### src/hdl/dcache_cfg.svh
`ifndef DCACHE_CFG_SVH
`define DCACHE_CFG_SVH

// byte address seen by the core
`define DCACHE_ADDR_W       16

// 8-byte blocks, 8 sets of 4 ways
`define DCACHE_BLOCK_BYTES  8
`define DCACHE_SETS         8
`define DCACHE_WAYS         4

// address split, tag | set | offset
`define DCACHE_OFFSET_W     3
`define DCACHE_SET_W        3
`define DCACHE_TAG_W        10

// block address on the memory bus
`define DCACHE_BLK_ADR_W    (`DCACHE_ADDR_W - `DCACHE_OFFSET_W)

// bits per block
`define DCACHE_BLOCK_W      (`DCACHE_BLOCK_BYTES * 8)

// way index width and core word width
`define DCACHE_WAY_W        2
`define DCACHE_WORD_W       32

// pseudo-LRU tree bits per set
`define DCACHE_PLRU_W       3

`endif

### src/hdl/dcache_pkg.sv
`include "dcache_cfg.svh"

package dcache_pkg;

    // byte address and its fields
    typedef logic [`DCACHE_ADDR_W-1:0]    addr_t;
    typedef logic [`DCACHE_BLK_ADR_W-1:0] blk_adr_t;
    typedef logic [`DCACHE_TAG_W-1:0]     tag_t;
    typedef logic [`DCACHE_SET_W-1:0]     set_idx_t;
    typedef logic [`DCACHE_WAY_W-1:0]     way_idx_t;

    // data widths
    typedef logic [`DCACHE_BLOCK_W-1:0]     block_t;
    typedef logic [`DCACHE_WORD_W-1:0]      word_t;
    typedef logic [`DCACHE_BLOCK_BYTES-1:0] byte_sel_t;

    // tree state of one set, {b2, b1, b0}
    typedef logic [`DCACHE_PLRU_W-1:0] plru_bits_t;

    // access size of a load or store
    typedef enum logic [1:0] {
        BYTE = 2'd0,
        HALF = 2'd1,
        WORD = 2'd2
    } mem_size_t;

    // request FSM of the controller
    typedef enum logic [2:0] {
        IDLE    = 3'd0,
        LOOKUP  = 3'd1,
        REFILL  = 3'd2,
        FILL    = 3'd3,
        STORE   = 3'd4,
        RESPOND = 3'd5
    } ctrl_state_t;

endpackage

### src/hdl/cache_array.sv
`timescale 1ns/100ps
`include "dcache_cfg.svh"

module cache_array (
    input  logic                      clock,
    input  logic                      reset,
    input  dcache_pkg::addr_t         lookup_addr,
    output logic                      hit,
    output dcache_pkg::way_idx_t      hit_way,
    output dcache_pkg::block_t        hit_block,
    output logic [`DCACHE_WAYS-1:0]   set_valid,
    input  logic                      fill_en,
    input  dcache_pkg::way_idx_t      fill_way,
    input  dcache_pkg::block_t        fill_block,
    input  logic                      store_en,
    input  dcache_pkg::way_idx_t      store_way,
    input  dcache_pkg::byte_sel_t     store_sel,
    input  dcache_pkg::block_t        store_data
);

    dcache_pkg::tag_t       tag_mem   [`DCACHE_SETS][`DCACHE_WAYS];
    dcache_pkg::block_t     data_mem  [`DCACHE_SETS][`DCACHE_WAYS];
    logic [`DCACHE_WAYS-1:0] valid_mem [`DCACHE_SETS];

    dcache_pkg::tag_t       lu_tag;
    dcache_pkg::set_idx_t   lu_set;
    logic [`DCACHE_WAYS-1:0] hit_vec;

    assign lu_tag = lookup_addr[`DCACHE_ADDR_W-1 -: `DCACHE_TAG_W];
    assign lu_set = lookup_addr[`DCACHE_OFFSET_W +: `DCACHE_SET_W];

    // all four tags of the set compared at once
    always_comb begin
        for (int w = 0; w < `DCACHE_WAYS; w++) begin
            hit_vec[w] = valid_mem[lu_set][w] && (tag_mem[lu_set][w] == lu_tag);
        end
    end

    always_comb begin
        hit_way = '0;
        for (int w = 0; w < `DCACHE_WAYS; w++) begin
            if (hit_vec[w]) begin
                hit_way = dcache_pkg::way_idx_t'(w);
            end
        end
    end

    assign hit       = |hit_vec;
    assign hit_block = data_mem[lu_set][hit_way];
    assign set_valid = valid_mem[lu_set];

    // valid bits, cleared on reset
    always_ff @(posedge clock) begin
        if (reset) begin
            for (int s = 0; s < `DCACHE_SETS; s++) begin
                valid_mem[s] <= '0;
            end
        end else if (fill_en) begin
            valid_mem[lu_set][fill_way] <= 1'b1;
        end
    end

    // tag and data writes
    always_ff @(posedge clock) begin
        if (fill_en) begin
            tag_mem[lu_set][fill_way]  <= lu_tag;
            data_mem[lu_set][fill_way] <= fill_block;
        end else if (store_en) begin
            // merge only the selected byte lanes
            for (int b = 0; b < `DCACHE_BLOCK_BYTES; b++) begin
                if (store_sel[b]) begin
                    data_mem[lu_set][store_way][8*b +: 8] <= store_data[8*b +: 8];
                end
            end
        end
    end

    // controller fills only after a miss, so a block never lives in two ways
    a_single_hit: assert property (@(posedge clock) disable iff (reset)
        $onehot0(hit_vec));

    a_fill_on_miss: assert property (@(posedge clock) disable iff (reset)
        fill_en |-> !hit);

endmodule

### src/hdl/dcache_ctrl.sv
`timescale 1ns/100ps
`include "dcache_cfg.svh"

module dcache_ctrl (
    input  logic                      clock,
    input  logic                      reset,
    // core side
    input  logic                      req_valid,
    output logic                      req_ready,
    input  logic                      req_write,
    input  dcache_pkg::addr_t         req_addr,
    input  dcache_pkg::mem_size_t     req_size,
    input  logic                      req_signed,
    input  dcache_pkg::word_t         req_wdata,
    output logic                      resp_valid,
    output dcache_pkg::word_t         resp_data,
    // wishbone master
    output logic                      wb_cyc,
    output logic                      wb_stb,
    output logic                      wb_we,
    output dcache_pkg::blk_adr_t      wb_adr,
    output dcache_pkg::block_t        wb_dat_w,
    output dcache_pkg::byte_sel_t     wb_sel,
    input  dcache_pkg::block_t        wb_dat_r,
    input  logic                      wb_ack,
    // cache array
    output dcache_pkg::addr_t         lookup_addr,
    input  logic                      hit,
    input  dcache_pkg::way_idx_t      hit_way,
    input  dcache_pkg::block_t        hit_block,
    input  logic [`DCACHE_WAYS-1:0]   set_valid,
    output logic                      fill_en,
    output dcache_pkg::way_idx_t      fill_way,
    output dcache_pkg::block_t        fill_block,
    output logic                      store_en,
    output dcache_pkg::way_idx_t      store_way,
    output dcache_pkg::byte_sel_t     store_sel,
    output dcache_pkg::block_t        store_data,
    // pseudo-LRU tree
    output dcache_pkg::set_idx_t      lookup_set,
    output logic                      access_en,
    output dcache_pkg::set_idx_t      access_set,
    output dcache_pkg::way_idx_t      access_way,
    input  dcache_pkg::way_idx_t      lru_way
);

    dcache_pkg::ctrl_state_t state, state_next;

    // accepted request
    dcache_pkg::addr_t       addr_q;
    logic                    write_q;
    dcache_pkg::mem_size_t   size_q;
    logic                    signed_q;
    dcache_pkg::word_t       wdata_q;
    dcache_pkg::way_idx_t    victim_q;
    dcache_pkg::block_t      line_q;

    dcache_pkg::way_idx_t    victim_way;
    logic [`DCACHE_OFFSET_W-1:0] offset;
    dcache_pkg::byte_sel_t   lane_sel;
    dcache_pkg::block_t      lane_data;
    logic [7:0]              ld_byte;
    logic [15:0]             ld_half;

    assign offset = addr_q[`DCACHE_OFFSET_W-1:0];

    always_comb begin
        state_next = state;
        case (state)
            dcache_pkg::IDLE:    if (req_valid) state_next = dcache_pkg::LOOKUP;
            dcache_pkg::LOOKUP: begin
                if (write_q) state_next = dcache_pkg::STORE;
                else if (hit) state_next = dcache_pkg::RESPOND;
                else          state_next = dcache_pkg::REFILL;
            end
            dcache_pkg::REFILL:  if (wb_ack) state_next = dcache_pkg::FILL;
            dcache_pkg::FILL:    state_next = dcache_pkg::RESPOND;
            dcache_pkg::STORE:   if (wb_ack) state_next = dcache_pkg::IDLE;
            default:             state_next = dcache_pkg::IDLE;
        endcase
    end

    always_ff @(posedge clock) begin
        if (reset) begin
            state <= dcache_pkg::IDLE;
        end else begin
            state <= state_next;
        end
    end

    always_ff @(posedge clock) begin
        if (state == dcache_pkg::IDLE && req_valid) begin
            addr_q   <= req_addr;
            write_q  <= req_write;
            size_q   <= req_size;
            signed_q <= req_signed;
            wdata_q  <= req_wdata;
        end
        if (state == dcache_pkg::LOOKUP) begin
            line_q   <= hit_block;
            victim_q <= victim_way;
        end
        if (state == dcache_pkg::REFILL && wb_ack) begin
            line_q <= wb_dat_r;
        end
    end

    // lowest invalid way first, tree choice when the set is full
    always_comb begin
        victim_way = lru_way;
        for (int w = `DCACHE_WAYS-1; w >= 0; w--) begin
            if (!set_valid[w]) begin
                victim_way = dcache_pkg::way_idx_t'(w);
            end
        end
    end

    // byte lanes of a store within the block
    always_comb begin
        case (size_q)
            dcache_pkg::BYTE: lane_sel = 8'h01 << offset;
            dcache_pkg::HALF: lane_sel = 8'h03 << offset;
            default:          lane_sel = 8'h0f << offset;
        endcase
    end

    assign lane_data = dcache_pkg::block_t'(wdata_q) << {offset, 3'b000};

    assign lookup_addr = addr_q;
    assign lookup_set  = addr_q[`DCACHE_OFFSET_W +: `DCACHE_SET_W];

    assign fill_en    = (state == dcache_pkg::FILL);
    assign fill_way   = victim_q;
    assign fill_block = line_q;

    // write-through, cached copy updated only on a hit
    assign store_en   = (state == dcache_pkg::LOOKUP) && write_q && hit;
    assign store_way  = hit_way;
    assign store_sel  = lane_sel;
    assign store_data = lane_data;

    assign access_en  = ((state == dcache_pkg::LOOKUP) && hit) || fill_en;
    assign access_set = lookup_set;
    assign access_way = fill_en ? victim_q : hit_way;

    assign wb_cyc   = (state == dcache_pkg::REFILL) || (state == dcache_pkg::STORE);
    assign wb_stb   = wb_cyc;
    assign wb_we    = (state == dcache_pkg::STORE);
    assign wb_adr   = addr_q[`DCACHE_ADDR_W-1:`DCACHE_OFFSET_W];
    assign wb_dat_w = lane_data;
    assign wb_sel   = wb_we ? lane_sel : '1;

    assign req_ready  = (state == dcache_pkg::IDLE);
    assign resp_valid = (state == dcache_pkg::RESPOND);

    // load alignment and extension
    assign ld_byte = line_q[{offset, 3'b000} +: 8];
    assign ld_half = line_q[{offset[2:1], 4'b0000} +: 16];

    always_comb begin
        case (size_q)
            dcache_pkg::BYTE: resp_data = {{24{signed_q & ld_byte[7]}}, ld_byte};
            dcache_pkg::HALF: resp_data = {{16{signed_q & ld_half[15]}}, ld_half};
            default:          resp_data = line_q[{offset[2], 5'b00000} +: 32];
        endcase
    end

    // request held steady until the slave acks
    a_wb_hold: assert property (@(posedge clock) disable iff (reset)
        (wb_stb && !wb_ack) |=> (wb_stb && $stable(wb_adr) && $stable(wb_we)));

    a_resp_load_only: assert property (@(posedge clock) disable iff (reset)
        resp_valid |-> !write_q);

endmodule

### src/hdl/dcache_top.sv
`timescale 1ns/100ps
`include "dcache_cfg.svh"

module dcache_top (
    input  logic                    clock,
    input  logic                    reset,
    // core side
    input  logic                    req_valid,
    output logic                    req_ready,
    input  logic                    req_write,
    input  dcache_pkg::addr_t       req_addr,
    input  dcache_pkg::mem_size_t   req_size,
    input  logic                    req_signed,
    input  dcache_pkg::word_t       req_wdata,
    output logic                    resp_valid,
    output dcache_pkg::word_t       resp_data,
    // wishbone master
    output logic                    wb_cyc,
    output logic                    wb_stb,
    output logic                    wb_we,
    output dcache_pkg::blk_adr_t    wb_adr,
    output dcache_pkg::block_t      wb_dat_w,
    output dcache_pkg::byte_sel_t   wb_sel,
    input  dcache_pkg::block_t      wb_dat_r,
    input  logic                    wb_ack
);

    // array <-> controller
    dcache_pkg::addr_t       lookup_addr;
    logic                    hit;
    dcache_pkg::way_idx_t    hit_way;
    dcache_pkg::block_t      hit_block;
    logic [`DCACHE_WAYS-1:0] set_valid;
    logic                    fill_en;
    dcache_pkg::way_idx_t    fill_way;
    dcache_pkg::block_t      fill_block;
    logic                    store_en;
    dcache_pkg::way_idx_t    store_way;
    dcache_pkg::byte_sel_t   store_sel;
    dcache_pkg::block_t      store_data;

    // tree <-> controller
    dcache_pkg::set_idx_t    lookup_set;
    logic                    access_en;
    dcache_pkg::set_idx_t    access_set;
    dcache_pkg::way_idx_t    access_way;
    dcache_pkg::way_idx_t    lru_way;

    cache_array u_cache_array (
        .clock(clock), .reset(reset), .lookup_addr(lookup_addr),
        .hit(hit), .hit_way(hit_way), .hit_block(hit_block), .set_valid(set_valid),
        .fill_en(fill_en), .fill_way(fill_way), .fill_block(fill_block),
        .store_en(store_en), .store_way(store_way), .store_sel(store_sel),
        .store_data(store_data)
    );

    plru_tree u_plru_tree (
        .clock(clock), .reset(reset), .lookup_set(lookup_set),
        .access_en(access_en), .access_set(access_set), .access_way(access_way),
        .lru_way(lru_way)
    );

    dcache_ctrl u_dcache_ctrl (
        .clock(clock), .reset(reset),
        .req_valid(req_valid), .req_ready(req_ready), .req_write(req_write),
        .req_addr(req_addr), .req_size(req_size), .req_signed(req_signed),
        .req_wdata(req_wdata), .resp_valid(resp_valid), .resp_data(resp_data),
        .wb_cyc(wb_cyc), .wb_stb(wb_stb), .wb_we(wb_we), .wb_adr(wb_adr),
        .wb_dat_w(wb_dat_w), .wb_sel(wb_sel), .wb_dat_r(wb_dat_r), .wb_ack(wb_ack),
        .lookup_addr(lookup_addr), .hit(hit), .hit_way(hit_way),
        .hit_block(hit_block), .set_valid(set_valid),
        .fill_en(fill_en), .fill_way(fill_way), .fill_block(fill_block),
        .store_en(store_en), .store_way(store_way), .store_sel(store_sel),
        .store_data(store_data),
        .lookup_set(lookup_set), .access_en(access_en), .access_set(access_set),
        .access_way(access_way), .lru_way(lru_way)
    );

endmodule

### src/hdl/plru_tree.sv
`timescale 1ns/100ps
`include "dcache_cfg.svh"

module plru_tree (
    input  logic                  clock,
    input  logic                  reset,
    input  dcache_pkg::set_idx_t  lookup_set,
    input  logic                  access_en,
    input  dcache_pkg::set_idx_t  access_set,
    input  dcache_pkg::way_idx_t  access_way,
    output dcache_pkg::way_idx_t  lru_way
);

    // one tree per set, bit 0 is the root
    dcache_pkg::plru_bits_t tree_bits [`DCACHE_SETS];
    dcache_pkg::plru_bits_t cur_bits;

    assign cur_bits = tree_bits[lookup_set];

    // root picks the pair, then b1 or b2 picks inside it
    always_comb begin
        if (!cur_bits[0]) begin
            lru_way = cur_bits[1] ? 2'd1 : 2'd0;
        end else begin
            lru_way = cur_bits[2] ? 2'd3 : 2'd2;
        end
    end

    // point the tree away from the way just used
    always_ff @(posedge clock) begin
        if (reset) begin
            for (int s = 0; s < `DCACHE_SETS; s++) begin
                tree_bits[s] <= '0;
            end
        end else if (access_en) begin
            case (access_way)
                2'd0: begin
                    tree_bits[access_set][0] <= 1'b1;
                    tree_bits[access_set][1] <= 1'b1;
                end
                2'd1: begin
                    tree_bits[access_set][0] <= 1'b1;
                    tree_bits[access_set][1] <= 1'b0;
                end
                2'd2: begin
                    tree_bits[access_set][0] <= 1'b0;
                    tree_bits[access_set][2] <= 1'b1;
                end
                default: begin
                    tree_bits[access_set][0] <= 1'b0;
                    tree_bits[access_set][2] <= 1'b0;
                end
            endcase
        end
    end

endmodule

### config.mk
export PLATFORM = sky130hd
export DESIGN_NAME = dcache_top
export DESIGN_NICKNAME = d
export VERILOG_FILES = /design/src/hdl/dcache_pkg.sv /design/src/hdl/cache_array.sv /design/src/hdl/dcache_ctrl.sv /design/src/hdl/dcache_top.sv /design/src/hdl/plru_tree.sv
export VERILOG_INCLUDE_DIRS = /design/src /design/src/hdl
export SDC_FILE = /design/constraint.sdc
export NUM_CORES = 2
export LEC_CHECK = 0
export BUFFER_PORTS_ARGS = -buffer_cell sky130_fd_sc_hd__buf_2
export CORE_MARGIN = 4
export CORE_UTILIZATION = 43
export CTS_CLUSTER_DIAMETER = 100
export DETAILED_ROUTE_END_ITERATION = 12
export PLACE_DENSITY = 0.61
export SYNTH_ARGS = -nofsm -noshare
export SYNTH_HDL_FRONTEND = slang
export SYNTH_HIERARCHICAL = 1
export SYNTH_SLANG_ARGS = --single-unit
### constraint.sdc
create_clock -name clock -period 5 [get_ports clock]
set_input_delay 0.25 -clock clock [delete_from_list [all_inputs] [get_ports clock]]
set_output_delay 0.25 -clock clock [all_outputs]
set_load 0.02 [all_outputs]
# Word-level counts from Yosys, hierarchy flattened
# Memory sizes are Yosys's and may differ from the RTL's. A register that Yosys moved wholly into a read port is not among the register bits.
# Cells that the tools add are included.
[word_totals]
memories = 4
reg_bits = 121
mem_bits_rw = 2424
input_bits = 120
word_cells = 4286
output_inout_bits = 122
[classes]
n_shift = 7
magnitude_cmp = 6
n_eq_ne = 15
n_mux = 2164
n_bitwise = 2057
reduce_logical = 24
[mem_list]
columns = ["memory", "words", "width", "read_ports", "rd_ports_with_merged_regs", "write_ports", "line_no", "text"]
rows = [
  ["u_cache_array.data_mem", 8, 256, 1, 1, 1, "cache_array.sv:22", "dcache_pkg::block_t data_mem [`DCACHE_SETS][`DCACHE_WAYS];"],
  ["u_cache_array.tag_mem", 8, 40, 1, 1, 1, "cache_array.sv:21", "dcache_pkg::tag_t tag_mem [`DCACHE_SETS][`DCACHE_WAYS];"],
  ["u_cache_array.valid_mem", 8, 4, 1, 1, 8, "cache_array.sv:23", "logic [`DCACHE_WAYS-1:0] valid_mem [`DCACHE_SETS];"],
  ["u_plru_tree.tree_bits", 8, 3, 1, 1, 8, "plru_tree.sv:15", "dcache_pkg::plru_bits_t tree_bits [`DCACHE_SETS];"],
]
[ops]
columns = ["op", "count"]
rows = [
  ["$mux 256", 9],
  ["$mux 1", 2102],
  ["$or 1x1->1", 2053],
  ["$demux 64 s2", 9],
  ["$mux 64", 6],
  ["$bmux 64 s2", 1],
  ["$mux 40", 2],
  ["$pmux 32 s2", 1],
  ["$shiftx 64x7->16", 1],
  ["$shiftx 64x7->32", 1],
  ["$shiftx 64x7->8", 1],
  ["$shl 32x6->64", 1],
  ["$mux 56", 1],
  ["$mux 48", 1],
  ["$eq 10x10->1", 4],
  ["$mux 3", 13],
  ["$mux 32", 1],
  ["$mux 24", 1],
  ["$demux 10 s2", 1],
  ["$mux 16", 1],
  ["$mux 8", 2],
  ["$pmux 8 s2", 1],
  ["$pmux 3 s5", 1],
  ["$logic_and 1x1->1", 12],
  ["27 further kinds", 47],
]

# Longest topological paths before layout
[depth]
depth_word = 19
mapped_depth = 23
depth_no_buf = 14

# By module
# Netlist, hierarchy kept.
[by_module_without_submodules]
columns = ["module", "n_inst", "cells_each", "seq_area_each_um2", "area_per_inst_um2"]
rows = [
  ["cache_array", 1, 5679, 71748.8, 95081.2],
  ["dcache_ctrl", 1, 640, 3603.5, 7537.2],
  ["plru_tree", 1, 109, 720.7, 1320.0],
]

# Least setup slack after synthesis
# OpenSTA, ideal clock, no wires.
[synth_path]
path_type = "register -> register"
startpoint = "reg u_dcache_ctrl.addr_q[5], in the netlist u_dcache_ctrl/lookup_addr[5]"
endpoint = "mem u_cache_array/data_mem[0][192] in the netlist's numbering, enable pin"
synth_period_minus_slack_ps = 5099
stages_incl_launch_ff = 22
arrival_time_ps = 4729
path_slack_ps = -99
required_ps = 4630
path_buffers = 9
setup_ps = 370
cell_sequence = "edfxtp_1 buf_4 buf_4 buf_4 buf_4 buf_2 buf_2 mux2_2 a221oi_1 a21oi_1 a221oi_1 xnor2_1 nor4_1 or3_1 and3_1 nor2b_1 clkbuf_1 nor3b_1 clkbuf_1 clkbuf_1 a21oi_1 nor2_1"
[synth_rtl]
columns = ["item", "line_no", "text"]
rows = [
  ["start, declared", "dcache_ctrl.sv:50", "dcache_pkg::addr_t addr_q;"],
  ["start signal, assigned", "dcache_ctrl.sv:93", "addr_q <= req_addr;"],
  ["end, declared", "cache_array.sv:22", ""],
]
# No word-level cell before the write port.

# Worst setup path in the final report
[layout_path]
startpoint = "reg u_dcache_ctrl.addr_q[2], in the netlist u_dcache_ctrl/lookup_addr[2]"
endpoint = "out resp_data[16]"
[layout_between]
elab_chain_cells = 3
word_cells_on_any_way = 6
cone_classes = "3 x shift; 1 x mux; 2 x bitwise"
[layout_rtl]
columns = ["item", "line_no", "text"]
rows = [
  ["$shiftx 64x7->16 or $shiftx 64x7->8 (tied branches)", "dcache_ctrl.sv:158, dcache_ctrl.sv:157", ""],
  ["$and 1x1->1 (on tied branches)", "dcache_ctrl.sv:163, dcache_ctrl.sv:162", ""],
  ["$pmux 32 s2 (*)", "dcache_ctrl.sv:161", "case (size_q)"],
  ["end, declared", "dcache_top.sv:16", "output dcache_pkg::word_t resp_data,"],
]
# Mark *: on every way between the ends. The rest lies on a longest branch, timed or not.

==> key figures <==
Die
  • I/O pin count: 242
  • Die footprint: 0.250 mm^2
  • # rows: 180
  • Starting density of the core: 0.432
  • Die width: 500 um
  • Die Y: 500 um
  • Core ar.: 0.241 mm^2

Cells and area
  • Syn-to-layout area delta: 18.7%
  • Layout cells sized above 1: 0.274
  • Final Util: 0.513
  • Final Instance Area: 0.123 mm^2
  • Fin cells: 10,800
  • Final #Nets: roughly 7,500

Setup path
  • Type of destination of the critical path: output pin
  • R2R depth: 18
  • Worst reg2reg path endpoint: u_cache_array/data_mem[0][207]
  • Crit path max fanout: 34
  • CP Class: flop to output pin
  • R2r startpoint: u_dcache_ctrl/lookup_addr[4]
  • R2R Setup Slk: 100 ps
  • Crit path required time: 4750 ps
  • Critical Path AT: 4680 ps
  • Critical path launch point type: flop

Clocking
  • Root buffer cell: clkbuf_16
  • CTS tree: done
  • Htree depth: 5
  • Clock insertion delay at the later pin of the skew report: 930 ps
  • CTS sink cnt: 2,545
  • Max Root-Sink Buffers: 4
  • Clk pin slew, worst setup/hold paths: approximately 60 ps
  • Inserted Clock Buffers: 277

Synthesis
  • Synth Instances: ~6,400
  • Async set or reset register ratio after synthesis: 0
  • Net Count, Synth: 6,548
  • Post-synth EDFFs: 2,510
  • Post-synthesis sequential area ratio: 0.732
  • Synth Area per Inst: 16.2 um^2
  • Yosys warns: 6
  • Synth Flop Type: edfxtp_1
  • Count of unique library cells instantiated by Yosys: 83
  • Netlist Area Pre-Place: 0.104 mm^2
  • Yosys reg bits: 2,545

Placed design
  • Detailed placement HPWL: between 200,000 and 250,000 um
  • Cell Area, Placed: 0.113 mm^2
  • Final GP Congestion: between 0.9 and 1
  • Port Buf Inserts: 241
  • Placed Cells: 10,100

Pwr
  • P_leak: 41.4 nW
  • Maximum VDD drop: 0.345 mV
  • Net Sw Frac: 0.256
  • Seq pwr share: 0.489
  • Clk pwr share: 0.393
  • Int Pwr: 37.5 mW
  • Logic pwr share: 0.118
  • Net switching power: 12.9 mW
  • Power density cells: 408 mW/mm^2

GRT
  • Antenna violations before repair: 49
  • Total global routing overflow: 0
  • Vias in the first global route: 66,100
  • Tot GR Track Use: 0.301
  • First-pass GRT wire length: 527,000 um
  • Largest net degree at the start of global routing: around 90

Timing
  • Worst-margin pin slew: 1340 ps
  • Max frequency: 203 MHz
  • Fin. max-slew vios: 0
  • Unrepaired setup endpoints after global routing: yes
  • Endpoints failing setup: 0
  • Setup TNS: 0 ps
  • Tcrit/Tclk final: 0.986
  • Final Hold Viols: 0
  • Final clock skew: just over 60 ps
  • Final Critical Period: about 5000 ps
  • Relative slew margins: 0.106
  • Hold slack: between 60 and 70 ps

Detailed routing
  • Drt pass-1 iters: 6
  • WL/cell: 35.8 um
  • Via count: 69,600
  • DRT Wirelength: 387,000 um
  • Vias/cell: 6.45
  • Initial DRC Count: between 10,000 and 15,000
  • Post-DRT Antenna Nets: 0
  • # DRC: 0

Min path
  • WHS Endpoint: u_dcache_ctrl/lookup_addr[10]
  • Hold Crit Class: primary input to flop
  • Hold-critical path depth: 2
  • Worst Hold Launch: req_addr[10]

Outcome
  • Status: finished, final reports clean

Run
  • Max-cap viol count: 0
## cells in the final DEF (no fill, tap or decap), drive strengths merged, types with 66 or more instances in the layout
cell | synthesis | routed
a21oi | 260 | 260
clkbuf | 227 | 352
a22oi | 408 | 408
nand2 | 140 | 140
nor2 | 637 | 637
mux4 | 66 | 66
mux2 | 517 | 517
nand4 | 77 | 77
o21ai | 151 | 151
clkinv | 0 | 81
dlygate4sd3 | 0 | 157
buf | 280 | 1035
mux2i | 286 | 286
a221oi | 264 | 264
nand3 | 66 | 66
edfxtp | 2510 | 2510
## per-layer routing
metal	GRT usage	wire, um
met5	0	108
met1	0.403	141000
met3	0.0820	52000
met4	0.173	25800
met2	0.443	168000
## metrics by stage
step                power (mW)  setup WS [ps]
finish                    50.3           69.1
global route              51.4           5.01
CTS                       50.2           5.89
detailed placement        30.6           4.66
global placement          30.6          0.386
floorplan                 27.8          -99.1
## cells in the mapped netlist, types with 14 or more instances
cell	count	share of area
a21oi_1	260	0.013
a221o_1	28	0.0027
a221oi_1	263	0.022
a22o_1	51	0.0043
a22oi_1	408	0.029
a41oi_1	24	0.0020
and2_1	21	0.0013
buf_1	45	0.0016
buf_2	106	0.0051
buf_4	110	0.0079
buf_6	19	0.0021
clkbuf_1	227	0.0082
dfxtp_1	35	0.0067
edfxtp_1	2510	0.73
inv_1	16	0.00058
mux2_2	510	0.055
mux2i_1	286	0.028
mux4_2	62	0.013
nand2_1	137	0.0049
nand2b_1	19	0.0011
nand3_1	66	0.0032
nand4_1	75	0.0045
nor2_1	635	0.023
nor3_1	34	0.0016
nor4_1	21	0.0013
o211ai_1	42	0.0030
o21a_1	24	0.0017
o21ai_0	112	0.0054
o21ai_1	28	0.0013
o221ai_1	15	0.0013
o22ai_1	21	0.0013
or2_2	15	0.00090
or3_1	14	0.00084
xnor2_1	21	0.0018
## power groups by stage
| stage | logic, mW | clock network [mW] | registers [mW] |
|---|---|---|---|
| 6_report | 5.95 | 19.8 | 24.6 |
| 5_1_grt | 6.07 | 20.8 | 24.6 |
| 4_1_cts | 5.75 | 19.9 | 24.6 |
| 3_5_place_dp | 5.63 | 0 | 25.0 |
| 3_3_place_gp | 5.54 | 0 | 25.0 |
| 2_1_floorplan | 3.09 | 0 | 24.7 |
## sequential cells by signal, summed over array words and instances, names as in the netlist
register	count
u_dcache_ctrl/signed_q	1
u_cache_array/tag_mem	320
u_dcache_ctrl/state	3
u_dcache_ctrl/size_q	2
u_dcache_ctrl/write_q	1
u_cache_array/data_mem	2048
u_plru_tree/tree_bits	24
u_dcache_ctrl/lookup_addr	16
u_dcache_ctrl/fill_block	64
u_cache_array/valid_mem	32
u_dcache_ctrl/fill_way	2
u_dcache_ctrl/wdata_q	32
## worst max path at each step
stage	start	endpoint	slack, ps	depth (start not counted)
2_1_floorplan	u_dcache_ctrl/lookup_addr[5]	u_cache_array/data_mem[0][192]	-100	21
3_3_place_gp	u_dcache_ctrl/lookup_addr[3]	u_cache_array/data_mem[4][165]	0.4	15
3_5_place_dp	u_dcache_ctrl/lookup_addr[5]	u_cache_array/data_mem[4][74]	5	15
4_1_cts	u_dcache_ctrl/lookup_addr[4]	u_cache_array/data_mem[2][196]	6	17
5_1_grt	u_dcache_ctrl/lookup_addr[4]	u_cache_array/data_mem[2][150]	5	17
6_report	u_dcache_ctrl/lookup_addr[2]	resp_data[16]	70	6
## logic make-up after synthesis
logic type             count (synthesis)  synth area share
flip-flops                          2545             0.732
XOR/XNOR                              29           0.00244
AND/OR/NAND/NOR                     1094            0.0473
buffers and inverters                525            0.0256
AO/OA/AOI/OAI                       1366            0.0948
multiplexers                         869            0.0980
## critical path: stages, from the launching register on
cell	delay [ps]
edfxtp_1	930
buf_4	620
mux4_2	400
and3_1	230
a31oi_4	540
o21ai_0	640
buf_2	360
## layout make-up
class	instances	area [um^2]
tap	3185	3990
clock buffer	351	7420
inverter	18	75.1
sequential	2545	76100
fill	19800	117000
antenna	33	82.6
timing repair buffer	1193	9040
clock inverter	114	1120
multi-input combinational	3358	25500
## repair_timing
item | in CTS | in global routing
resized for setup | 2 | 26
endpoints found under the setup margin | 12 | 1211
setup buffers | 0 | 1
endpoints found under the hold margin | 120 | 0
pin swaps | 0 | 5
hold buffers | 157 | 0
cloned | 0 | 1
No activity file was read; power rests on OpenSTA's default activity.
